===== src/masked_reduce_pkg.sv =====
package masked_reduce_pkg;

    // Coefficient arithmetic
    parameter int MLKEM_Q_WIDTH = 12;
    parameter logic [MLKEM_Q_WIDTH-1:0] MLKEM_Q = 12'd3329;
    parameter int SHARE_WIDTH = 2 * MLKEM_Q_WIDTH;

    // Command fields
    parameter int TAG_WIDTH = 4;
    parameter int SEED_WIDTH = 32;
    parameter int SEED_PAD_WIDTH = 2 * SHARE_WIDTH - SEED_WIDTH;

    typedef enum logic {
        OP_REDUCE = 1'b0,
        OP_RESEED = 1'b1
    } opcode_t;

    typedef struct packed {
        logic [SHARE_WIDTH-1:0] share0;
        logic [SHARE_WIDTH-1:0] share1;
    } share_pair_t;

    typedef struct packed {
        logic [SEED_PAD_WIDTH-1:0] pad;
        logic [SEED_WIDTH-1:0]     seed;
    } seed_word_t;

    // Same payload bits, read by opcode
    typedef union packed {
        share_pair_t shares;
        seed_word_t  seed_word;
    } cmd_payload_u;

    typedef struct packed {
        opcode_t                opcode;
        logic [TAG_WIDTH-1:0]   tag;
        cmd_payload_u           payload;
    } reduce_cmd_t;

    typedef struct packed {
        logic [TAG_WIDTH-1:0]   tag;
        share_pair_t            shares;
    } reduce_issue_t;

    typedef struct packed {
        logic [TAG_WIDTH-1:0]   tag;
        share_pair_t            shares;
    } reduce_result_t;

    // Fresh randomness consumed by one reduction step
    typedef struct packed {
        logic [MLKEM_Q_WIDTH-1:0]   rnd_12bit;
        logic [MLKEM_Q_WIDTH+1:0]   rnd_14bit;
        logic [SHARE_WIDTH-1:0]     rnd_share;
        logic [MLKEM_Q_WIDTH+1:0]   rnd_bool0;
        logic [MLKEM_Q_WIDTH+1:0]   rnd_bool1;
        logic                       rnd_1bit;
    } mask_rnd_t;

endpackage


===== src/mask_random_source.sv =====
`timescale 1ns/1ps

module mask_random_source
    import masked_reduce_pkg::*;
(
    input  logic                    clk,
    input  logic                    rst_n,
    input  logic                    zeroize,
    input  logic                    reseed_valid,
    input  logic [SEED_WIDTH-1:0]   reseed_seed,
    output mask_rnd_t               rnd
);

    localparam int RND_BITS = $bits(mask_rnd_t);
    localparam logic [SEED_WIDTH-1:0] RESET_SEED = 32'hACE1_2468;
    // x^32 + x^22 + x^2 + x + 1
    localparam logic [SEED_WIDTH-1:0] TAPS = 32'h8020_0003;

    logic [SEED_WIDTH-1:0] lfsr_q;
    logic [SEED_WIDTH-1:0] lfsr_step;
    logic [RND_BITS-1:0]   rnd_bits;

    // Run the Galois LFSR RND_BITS steps per clock
    always_comb begin
        lfsr_step = lfsr_q;
        for (int i = 0; i < RND_BITS; i++) begin
            rnd_bits[i] = lfsr_step[0];
            lfsr_step   = lfsr_step[0] ? ((lfsr_step >> 1) ^ TAPS) : (lfsr_step >> 1);
        end
    end

    assign rnd = mask_rnd_t'(rnd_bits);

    always_ff @(posedge clk or negedge rst_n) begin
        if (!rst_n) begin
            lfsr_q <= RESET_SEED;
        end else if (zeroize) begin
            lfsr_q <= RESET_SEED;
        end else if (reseed_valid) begin
            // All-zero state would lock up
            lfsr_q <= (reseed_seed == '0) ? RESET_SEED : reseed_seed;
        end else begin
            lfsr_q <= lfsr_step;
        end
    end

endmodule


===== src/masked_barrett_if_cond.sv =====
`timescale 1ns/1ps

module masked_barrett_if_cond
    import masked_reduce_pkg::*;
(
    input  logic                            clk,
    input  logic                            rst_n,
    input  logic                            zeroize,
    input  logic [1:0][MLKEM_Q_WIDTH+1:0]   c_rolled,
    input  mask_rnd_t                       rnd,
    output logic [1:0][MLKEM_Q_WIDTH-1:0]   arith_q
);

    localparam logic [MLKEM_Q_WIDTH-1:0] TWO_Q = MLKEM_Q_WIDTH'(2 * MLKEM_Q);

    logic [1:0][MLKEM_Q_WIDTH+1:0] bm;
    logic [1:0][MLKEM_Q_WIDTH+1:0] bmask;
    logic [MLKEM_Q_WIDTH+1:0]      sum_rolled;
    logic                          sign_mask;
    logic [1:0]                    sb;
    logic [1:0]                    b;
    logic [MLKEM_Q_WIDTH-1:0]      q_b0;
    logic [MLKEM_Q_WIDTH-1:0]      q_b1;
    logic [MLKEM_Q_WIDTH-1:0]      q_cross;
    logic                          rst_seen;

    // ------------------------------------------------------------------------
    // Stage A: arithmetic refresh, then Boolean masks per share
    // Stage B: bit 12 of the share sum as a Boolean pair
    // Stage C: Boolean bit to an arithmetic sharing of q or 0
    // ------------------------------------------------------------------------
    always_comb begin
        sum_rolled = (bm[0] ^ bmask[0]) + (bm[1] ^ bmask[1]);
        sign_mask  = bmask[0][MLKEM_Q_WIDTH] ^ bmask[1][MLKEM_Q_WIDTH];
        b[0] = sb[0] ^ rnd.rnd_1bit;
        b[1] = sb[1] ^ rnd.rnd_1bit;
        q_b0    = b[0] ? MLKEM_Q : '0;
        q_b1    = b[1] ? MLKEM_Q : '0;
        // q*(b0 ^ b1) = q*b0 + q*b1 - 2q*b0*b1
        q_cross = (b[0] & b[1]) ? TWO_Q : '0;
    end

    // Flags stage contents as flushed after reset
    always_ff @(posedge clk or negedge rst_n) begin
        if (!rst_n) begin
            rst_seen <= 1'b0;
        end else begin
            rst_seen <= 1'b1;
        end
    end

    always_ff @(posedge clk) begin
        if (zeroize || !rst_seen) begin
            bm      <= '0;
            bmask   <= '0;
            sb      <= '0;
            arith_q <= '0;
        end else begin
            bm[0]      <= (c_rolled[0] + rnd.rnd_14bit) ^ rnd.rnd_bool0;
            bm[1]      <= (c_rolled[1] - rnd.rnd_14bit) ^ rnd.rnd_bool1;
            bmask[0]   <= rnd.rnd_bool0;
            bmask[1]   <= rnd.rnd_bool1;
            sb[0]      <= sum_rolled[MLKEM_Q_WIDTH] ^ sign_mask;
            sb[1]      <= sign_mask;
            arith_q[0] <= q_b0 - rnd.rnd_12bit;
            arith_q[1] <= q_b1 - q_cross + rnd.rnd_12bit;
        end
    end

endmodule


===== src/masked_barrett_reduction.sv =====
`timescale 1ns/1ps

module masked_barrett_reduction
    import masked_reduce_pkg::*;
(
    input  logic            clk,
    input  logic            rst_n,
    input  logic            zeroize,
    input  logic            issue_valid,
    input  reduce_issue_t   issue,
    input  mask_rnd_t       rnd,
    output logic            done_valid,
    output reduce_result_t  done_result
);

    localparam int LATENCY = 6;
    localparam int PROD_WIDTH = SHARE_WIDTH + 13;
    // floor(2^24 / q)
    localparam logic [12:0] MU = 13'd5039;
    localparam logic [PROD_WIDTH-1:0] MU_SHIFTED = PROD_WIDTH'(MU) << SHARE_WIDTH;
    // Moves q onto bit 12 so that bit flags c >= q
    localparam logic [13:0] ROLLER = 14'((1 << MLKEM_Q_WIDTH) - MLKEM_Q);

    // x * mu with the constant written as shifts
    function automatic logic [PROD_WIDTH-1:0] mul_mu(input logic [SHARE_WIDTH-1:0] v);
        logic [PROD_WIDTH-1:0] e;
        e = PROD_WIDTH'(v);
        return (e << 12) + (e << 9) + (e << 8) + (e << 7) + (e << 5) + (e << 3)
             + (e << 2) + (e << 1) + e;
    endfunction

    logic [SHARE_WIDTH:0]       x_sum;
    logic                       carry_x;
    logic [1:0][PROD_WIDTH-1:0] tmp;
    logic [SHARE_WIDTH:0]       tmp_low_sum;
    logic                       carry_tmp;
    logic [1:0][12:0]           t_next;
    logic [1:0][12:0]           t;
    logic [1:0][12:0]           x_lo;
    logic [1:0][12:0]           c_next;
    logic [1:0][12:0]           c;
    logic [13:0]                c_sum;
    logic                       carry_c;
    logic [1:0][13:0]           c_rolled;
    logic [1:0][12:0]           c_dly [3];
    logic [1:0][MLKEM_Q_WIDTH-1:0] arith_q;
    logic [1:0][MLKEM_Q_WIDTH-1:0] y_int;
    logic [MLKEM_Q_WIDTH:0]     y_sum;
    logic                       carry_y;
    logic [1:0][SHARE_WIDTH-1:0] y;
    logic [LATENCY-1:0]         valid_pipe;
    logic [TAG_WIDTH-1:0]       tag_pipe [LATENCY];

    // ------------------------------------------------------------------------
    // Stage 1: masked quotient estimate t
    // ------------------------------------------------------------------------
    always_comb begin
        x_sum   = {1'b0, issue.shares.share0} + {1'b0, issue.shares.share1};
        carry_x = x_sum[SHARE_WIDTH];
        // Share sum wrapped past 2^24, take mu * 2^24 back out of share 0
        tmp[0] = mul_mu(issue.shares.share0) - (carry_x ? MU_SHIFTED : '0);
        tmp[1] = mul_mu(issue.shares.share1);
        tmp_low_sum = {1'b0, tmp[0][SHARE_WIDTH-1:0]} + {1'b0, tmp[1][SHARE_WIDTH-1:0]};
        carry_tmp   = tmp_low_sum[SHARE_WIDTH];
        t_next[0] = tmp[0][PROD_WIDTH-1:SHARE_WIDTH] + 13'(carry_tmp);
        t_next[1] = tmp[1][PROD_WIDTH-1:SHARE_WIDTH];
    end

    // ------------------------------------------------------------------------
    // Stage 2: c = x - q*t on the shares, modulo 2^13
    // ------------------------------------------------------------------------
    always_comb begin
        for (int i = 0; i < 2; i++) begin
            c_next[i] = x_lo[i] - ((t[i] << 11) + (t[i] << 10) + (t[i] << 8) + t[i]);
        end
        c_sum   = {1'b0, c[0]} + {1'b0, c[1]};
        carry_c = c_sum[13];
        c_rolled[0] = {1'b0, c[0]} + ROLLER - {carry_c, 13'b0};
        c_rolled[1] = {1'b0, c[1]};
    end

    // Stages 3 to 5
    masked_barrett_if_cond masked_barrett_if_cond_i (
        .clk      (clk),
        .rst_n    (rst_n),
        .zeroize  (zeroize),
        .c_rolled (c_rolled),
        .rnd      (rnd),
        .arith_q  (arith_q)
    );

    // ------------------------------------------------------------------------
    // Stage 6: y = c - q*b and remask
    // ------------------------------------------------------------------------
    always_comb begin
        for (int i = 0; i < 2; i++) begin
            y_int[i] = c_dly[2][i][MLKEM_Q_WIDTH-1:0] - arith_q[i];
        end
        y_sum   = {1'b0, y_int[0]} + {1'b0, y_int[1]};
        carry_y = y_sum[MLKEM_Q_WIDTH];
    end

    always_ff @(posedge clk) begin
        if (zeroize) begin
            t     <= '0;
            x_lo  <= '0;
            c     <= '0;
            c_dly <= '{default: '0};
            y     <= '0;
        end else begin
            t        <= t_next;
            x_lo[0]  <= issue.shares.share0[12:0];
            x_lo[1]  <= issue.shares.share1[12:0];
            c        <= c_next;
            c_dly[0] <= c;
            c_dly[1] <= c_dly[0];
            c_dly[2] <= c_dly[1];
            y[0] <= SHARE_WIDTH'(y_int[0]) - rnd.rnd_share
                  - (SHARE_WIDTH'(carry_y) << MLKEM_Q_WIDTH);
            y[1] <= SHARE_WIDTH'(y_int[1]) + rnd.rnd_share;
        end
    end

    // Valid and tag follow the data
    always_ff @(posedge clk or negedge rst_n) begin
        if (!rst_n) begin
            valid_pipe <= '0;
        end else if (zeroize) begin
            valid_pipe <= '0;
        end else begin
            valid_pipe <= {valid_pipe[LATENCY-2:0], issue_valid};
        end
    end

    always_ff @(posedge clk) begin
        tag_pipe[0] <= issue.tag;
        for (int i = 1; i < LATENCY; i++) begin
            tag_pipe[i] <= tag_pipe[i-1];
        end
    end

    assign done_valid = valid_pipe[LATENCY-1];

    always_comb begin
        done_result.tag           = tag_pipe[LATENCY-1];
        done_result.shares.share0 = y[0];
        done_result.shares.share1 = y[1];
    end

endmodule


===== src/masked_reduce_top.sv =====
`timescale 1ns/1ps

module masked_reduce_top
    import masked_reduce_pkg::*;
#(
    parameter int FIFO_DEPTH = 8
) (
    input  logic            clk,
    input  logic            rst_n,
    input  logic            zeroize,
    input  logic            in_valid,
    input  reduce_cmd_t     in_cmd,
    output logic            in_credit,
    output logic            out_valid,
    output reduce_result_t  out_result,
    input  logic            out_credit
);

    logic                   issue_valid;
    reduce_issue_t          issue;
    logic                   reseed_valid;
    logic [SEED_WIDTH-1:0]  reseed_seed;
    logic                   reseed_done;
    mask_rnd_t              rnd;
    logic                   done_valid;
    reduce_result_t         done_result;

    reduction_decode reduction_decode_i (
        .clk          (clk),
        .rst_n        (rst_n),
        .zeroize      (zeroize),
        .in_valid     (in_valid),
        .in_cmd       (in_cmd),
        .issue_valid  (issue_valid),
        .issue        (issue),
        .reseed_valid (reseed_valid),
        .reseed_seed  (reseed_seed),
        .reseed_done  (reseed_done)
    );

    mask_random_source mask_random_source_i (
        .clk          (clk),
        .rst_n        (rst_n),
        .zeroize      (zeroize),
        .reseed_valid (reseed_valid),
        .reseed_seed  (reseed_seed),
        .rnd          (rnd)
    );

    masked_barrett_reduction masked_barrett_reduction_i (
        .clk          (clk),
        .rst_n        (rst_n),
        .zeroize      (zeroize),
        .issue_valid  (issue_valid),
        .issue        (issue),
        .rnd          (rnd),
        .done_valid   (done_valid),
        .done_result  (done_result)
    );

    reduction_result #(
        .FIFO_DEPTH (FIFO_DEPTH)
    ) reduction_result_i (
        .clk          (clk),
        .rst_n        (rst_n),
        .zeroize      (zeroize),
        .done_valid   (done_valid),
        .done_result  (done_result),
        .reseed_done  (reseed_done),
        .out_credit   (out_credit),
        .out_valid    (out_valid),
        .out_result   (out_result),
        .in_credit    (in_credit)
    );

endmodule


===== src/reduction_decode.sv =====
`timescale 1ns/1ps

module reduction_decode
    import masked_reduce_pkg::*;
(
    input  logic                    clk,
    input  logic                    rst_n,
    input  logic                    zeroize,
    input  logic                    in_valid,
    input  reduce_cmd_t             in_cmd,
    output logic                    issue_valid,
    output reduce_issue_t           issue,
    output logic                    reseed_valid,
    output logic [SEED_WIDTH-1:0]   reseed_seed,
    output logic                    reseed_done
);

    logic is_reduce;
    logic is_reseed;

    assign is_reduce = in_valid && (in_cmd.opcode == OP_REDUCE);
    assign is_reseed = in_valid && (in_cmd.opcode == OP_RESEED);

    // Command strobes
    always_ff @(posedge clk or negedge rst_n) begin
        if (!rst_n) begin
            issue_valid  <= 1'b0;
            reseed_valid <= 1'b0;
            reseed_done  <= 1'b0;
        end else if (zeroize) begin
            issue_valid  <= 1'b0;
            reseed_valid <= 1'b0;
            reseed_done  <= 1'b0;
        end else begin
            issue_valid  <= is_reduce;
            reseed_valid <= is_reseed;
            reseed_done  <= reseed_valid;
        end
    end

    // Payload decoded as shares or as a seed
    always_ff @(posedge clk) begin
        if (is_reduce) begin
            issue.tag    <= in_cmd.tag;
            issue.shares <= in_cmd.payload.shares;
        end
        if (is_reseed) begin
            reseed_seed <= in_cmd.payload.seed_word.seed;
        end
    end

endmodule


===== src/reduction_result.sv =====
`timescale 1ns/1ps

module reduction_result
    import masked_reduce_pkg::*;
#(
    parameter int FIFO_DEPTH = 8
) (
    input  logic            clk,
    input  logic            rst_n,
    input  logic            zeroize,
    input  logic            done_valid,
    input  reduce_result_t  done_result,
    input  logic            reseed_done,
    input  logic            out_credit,
    output logic            out_valid,
    output reduce_result_t  out_result,
    output logic            in_credit
);

    localparam int PTR_W = (FIFO_DEPTH > 1) ? $clog2(FIFO_DEPTH) : 1;
    localparam int CNT_W = $clog2(FIFO_DEPTH + 1);
    localparam int CREDIT_W = 16;

    reduce_result_t        fifo_mem [FIFO_DEPTH];
    logic [PTR_W-1:0]      wr_ptr;
    logic [PTR_W-1:0]      rd_ptr;
    logic [CNT_W-1:0]      fifo_count;
    logic                  fifo_empty;
    logic                  wr_en;
    logic                  pop;
    logic [CREDIT_W-1:0]   out_credit_cnt;

    function automatic logic [PTR_W-1:0] ptr_inc(input logic [PTR_W-1:0] p);
        return (p == PTR_W'(FIFO_DEPTH - 1)) ? '0 : p + 1'b1;
    endfunction

    assign fifo_empty = (fifo_count == '0);
    // Input credits reserve a slot for every result in flight
    assign wr_en      = done_valid;
    assign out_valid  = !fifo_empty && (out_credit_cnt != '0);
    assign pop        = out_valid;
    assign out_result = fifo_mem[rd_ptr];

    always_ff @(posedge clk) begin
        if (wr_en) begin
            fifo_mem[wr_ptr] <= done_result;
        end
    end

    // ------------------------------------------------------------------------
    // Pointers, occupancy and credits
    // ------------------------------------------------------------------------
    always_ff @(posedge clk or negedge rst_n) begin
        if (!rst_n) begin
            wr_ptr         <= '0;
            rd_ptr         <= '0;
            fifo_count     <= '0;
            out_credit_cnt <= '0;
            in_credit      <= 1'b0;
        end else if (zeroize) begin
            wr_ptr         <= '0;
            rd_ptr         <= '0;
            fifo_count     <= '0;
            out_credit_cnt <= '0;
            in_credit      <= 1'b0;
        end else begin
            if (wr_en) begin
                wr_ptr <= ptr_inc(wr_ptr);
            end
            if (pop) begin
                rd_ptr <= ptr_inc(rd_ptr);
            end
            fifo_count     <= fifo_count + CNT_W'(wr_en) - CNT_W'(pop);
            out_credit_cnt <= out_credit_cnt + CREDIT_W'(out_credit) - CREDIT_W'(pop);
            // Slot freed or reseed retired
            in_credit      <= pop | reseed_done;
        end
    end

endmodule


===== config.mk =====
export PLATFORM = sky130hd
export DESIGN_NAME = masked_reduce_top
export DESIGN_NICKNAME = d
export VERILOG_FILES = /design/src/masked_reduce_pkg.sv /design/src/mask_random_source.sv /design/src/masked_barrett_if_cond.sv /design/src/masked_barrett_reduction.sv /design/src/masked_reduce_top.sv /design/src/reduction_decode.sv /design/src/reduction_result.sv
export SDC_FILE = /design/constraint.sdc
export NUM_CORES = 2
export LEC_CHECK = 0
export ABC_CLOCK_PERIOD_IN_PS = 23300
export BUFFER_PORTS_ARGS = -buffer_cell sky130_fd_sc_hd__buf_4
export CAP_MARGIN = 15
export CORE_AREA = 2 2 470 378
export DETAILED_ROUTE_END_ITERATION = 8
export DIE_AREA = 0 0 472 380
export SLEW_MARGIN = 20
export SYNTH_ARGS = -nofsm -noshare
export SYNTH_HDL_FRONTEND = slang
export SYNTH_SLANG_ARGS = --single-unit

===== constraint.sdc =====
create_clock -name clk -period 23.3 [get_ports clk]
set_input_delay 4.66 -clock clk [delete_from_list [all_inputs] [get_ports clk]]
set_output_delay 4.66 -clock clk [all_outputs]
set_load 0.01 [all_outputs]

==> results.md <==
* Status: finished, final reports clean
* Total grt overflow at 0
* Hold-fix buffers, CTS at 0
* Area grow syn2layout at 13.1%
* HP Start: masked_barrett_reduction_i.tag_pipe[1][0]
* Commonest cells after routing, fill and taps aside: 522 x inv_1, 500 x edfxtp_1, 411 x ha_1
* Detailed Route Iter0 Violations at 2,214
* Crit Path Max Fanout at 14
* First-pass GRT wire length at 192,000 µm
* Ant. Diodes at 0
* Routed vias/inst at 4.55
* CTS resizes at 0
* Vias in the first global route at 31,368
* Area post-placement at 56,000 µm²
* Cell Rows at 137
* Die Wd at 472 µm
* Number of enable flip-flop cells after synthesis at 500
* Overall routing resource usage at 14.0%
* Final non-filler cell area at 59,000 µm²
* Core area at 174,000 µm²
* Synth area leaders: edfxtp_1 29%, fa_1 12%, dfxtp_1 12%
* Tmin final at 19,950 ps
* CP Capture Type: flop
* DRT Pass-1 Iters at 7
* Worst endpoint required time at 23,870 ps
* Fillers at 17,170
* Slew HR at 16.0%
* Worst EP arrival at 20,520 ps
* Cell variety after synth at 78
* Final setup fails at 0
* Critical Path Start Type: flop
* DRT antenna net count at 0
* Commonest non-fill, non-tap cell in the layout: inv_1
* Max cap viols at 0
* Via Count at 30,677
* Drt total wl at 126,000 µm
* Die area at 179,000 µm²
* Slowest CP cell: ha_1
* Worst hold path cell count at 0
* Synth warn at 0
* Clock Latency Late Sink at 740 ps
* TritonCTS clock tree: yes
* FF-to-FF Start: mask_random_source_i.lfsr_q[3]
* Syn_nets at 4,997
* RSZ-0062 raised after global routing: false
* Buffers added on ports at 111
* Avg WL per Cell at 18.7 µm
* Post-synth top area share at 28.8%
* DRC at 0
* R2R depth at 50
* Initial antenna violation count at 0
* Setup TNS at 0 ps
* CTS Sinks at 869
* Seq/Total Area, Yosys at 43.6%
* Syn Std Cell Area at 52,200 µm²
* Final Skew at 78.1 ps
* Worst hold path type: flop to flop
* Fraction of layout cells with a size suffix above 1 at 12.0%
* Yosys top cell by area: edfxtp_1
* Biggest cell delay along the critical path at 720 ps
* Max Transition Viols Final at 0
* Most used cell, CP: ha_1
* Fin nets at 5,150
* Worst reg-to-reg setup slack at 3350 ps
* Avg Synthesized Cell Area at 12.4 µm²
* Synth Register Bits at 869
* Die Ht at 380 µm
* Period utilization at 85.6%
* HPWL Detailed at 93,200 µm
* Hold worst-path end: masked_barrett_reduction_i.tag_pipe[2][0]
* Hold Fails Final Rpt at 0
* Cells after Synth at 4,212
* Worst-case clock buffer depth at 3
* CTS H-tree depth at 3
* I/O Pins at 112
* Fmax at 50.1 MHz
* Least-Margin Pin Slew at 1250 ps
* Largest net degree at the start of global routing at 83
* Initial Util at 30.0%
* CTS Buf Count at 90
* Root Buffer: clkbuf_16
* # Post-CTS Setup Buffers at 0
* Crit path kind: flop to flop
* Prevailing post-synth register cell: edfxtp_1
* Async SR Flop Fraction at 7.94%
* GP Congestion at 0.939
* Clock-pin slew on the worst setup and hold paths at 60 ps
per-stage QoR:
step                hold slack [ps]  utilization (%)  std cells  setup slack [ps]
finish                          321             33.9       6736              3350
global route                    330             33.9       6736              2270
CTS                             322             33.9       6736              3510
detailed placement              312             32.1       6566              3550
global placement                311             32.1       6566              3540
floorplan                       310                -       4212              6110
synth_stat cells (33+ instances only):
master / number
xor2_1: 145
a21oi_1: 162
mux4_2: 104
xnor2_1: 379
mux2_2: 53
nor2b_1: 129
a21o_1: 66
nand2_1: 87
o21bai_1: 33
nand2b_1: 57
fa_1: 316
dfxtp_1: 300
nor2_1: 340
inv_1: 522
o21ai_0: 94
ha_1: 411
clkbuf_1: 82
dfrtp_1: 56
edfxtp_1: 500
logic make-up (layout without fill, tap and decap cells):
| kind of cell | Yosys count | after routing | synth area share [%] |
|---|---|---|---|
| buffers and inverters | 626 | 857 | 4.52 |
| DFF | 869 | 869 | 43.6 |
| and+or+nand+nor | 744 | 744 | 6.81 |
| AOI/OAI and AO/OA | 477 | 477 | 5.70 |
| xor gates and xnor gates | 580 | 580 | 11.1 |
| other | 1 | 1 | 0.00719 |
| adders and majority gates | 748 | 748 | 22.4 |
| muxes | 167 | 167 | 5.83 |
per-layer routing:
metal  share of wire (%)  GRT usage [%]
met2                  44           21.6
met5                   0              0
met1                  47           20.3
met3                 6.3           2.80
met4                 2.0           3.17
worst max-delay path, delay by kind of cell (launching register included):
| kind | cells | cell delay, ps |
|---|---|---|
| xor gates and xnor gates | 24 | 9350 |
| adders and majority gates | 15 | 7800 |
| buffers and inverters | 8 | 1560 |
| DFF | 1 | 630 |
| AOI/OAI and AO/OA | 2 | 410 |
| and+or+nand+nor | 1 | 50 |
area by class of cell:
cell class | instances | area (µm²) | share of cell area, %
Clock buffer | 123 | 2470 | 4.18
Clock inverter | 47 | 557 | 0.944
Inverter | 526 | 1970 | 3.35
Multi-Input combinational cell | 2717 | 27100 | 46.0
Sequential cell | 869 | 22800 | 38.6
Tap cell | 2293 | 2870 | 4.86
Timing Repair Buffer | 161 | 1210 | 2.06
sequential cells by signal (all words and copies together) (netlist names), 32 cells and up:
signal                                  count
reduction_result_i.fifo_mem               416
masked_barrett_reduction_i.c_dly           72
reduction_decode_i.issue                   52
masked_barrett_reduction_i.done_result     48
mask_random_source_i.lfsr_q                32
reduction_decode_i.reseed_seed             32
worst max path at each step:
stage	from	end	cells after the start
2_1_floorplan	mask_random_source_i.lfsr_q[3]	flop	62
3_3_place_gp	mask_random_source_i.lfsr_q[3]	flop	50
3_5_place_dp	mask_random_source_i.lfsr_q[3]	flop	50
4_1_cts	mask_random_source_i.lfsr_q[3]	flop	50
5_1_grt	mask_random_source_i.lfsr_q[3]	flop	51
6_report	mask_random_source_i.lfsr_q[3]	flop	50
Power is not shown: default switching activity piles up to over one toggle a cycle in this logic, so the estimate is an artifact.
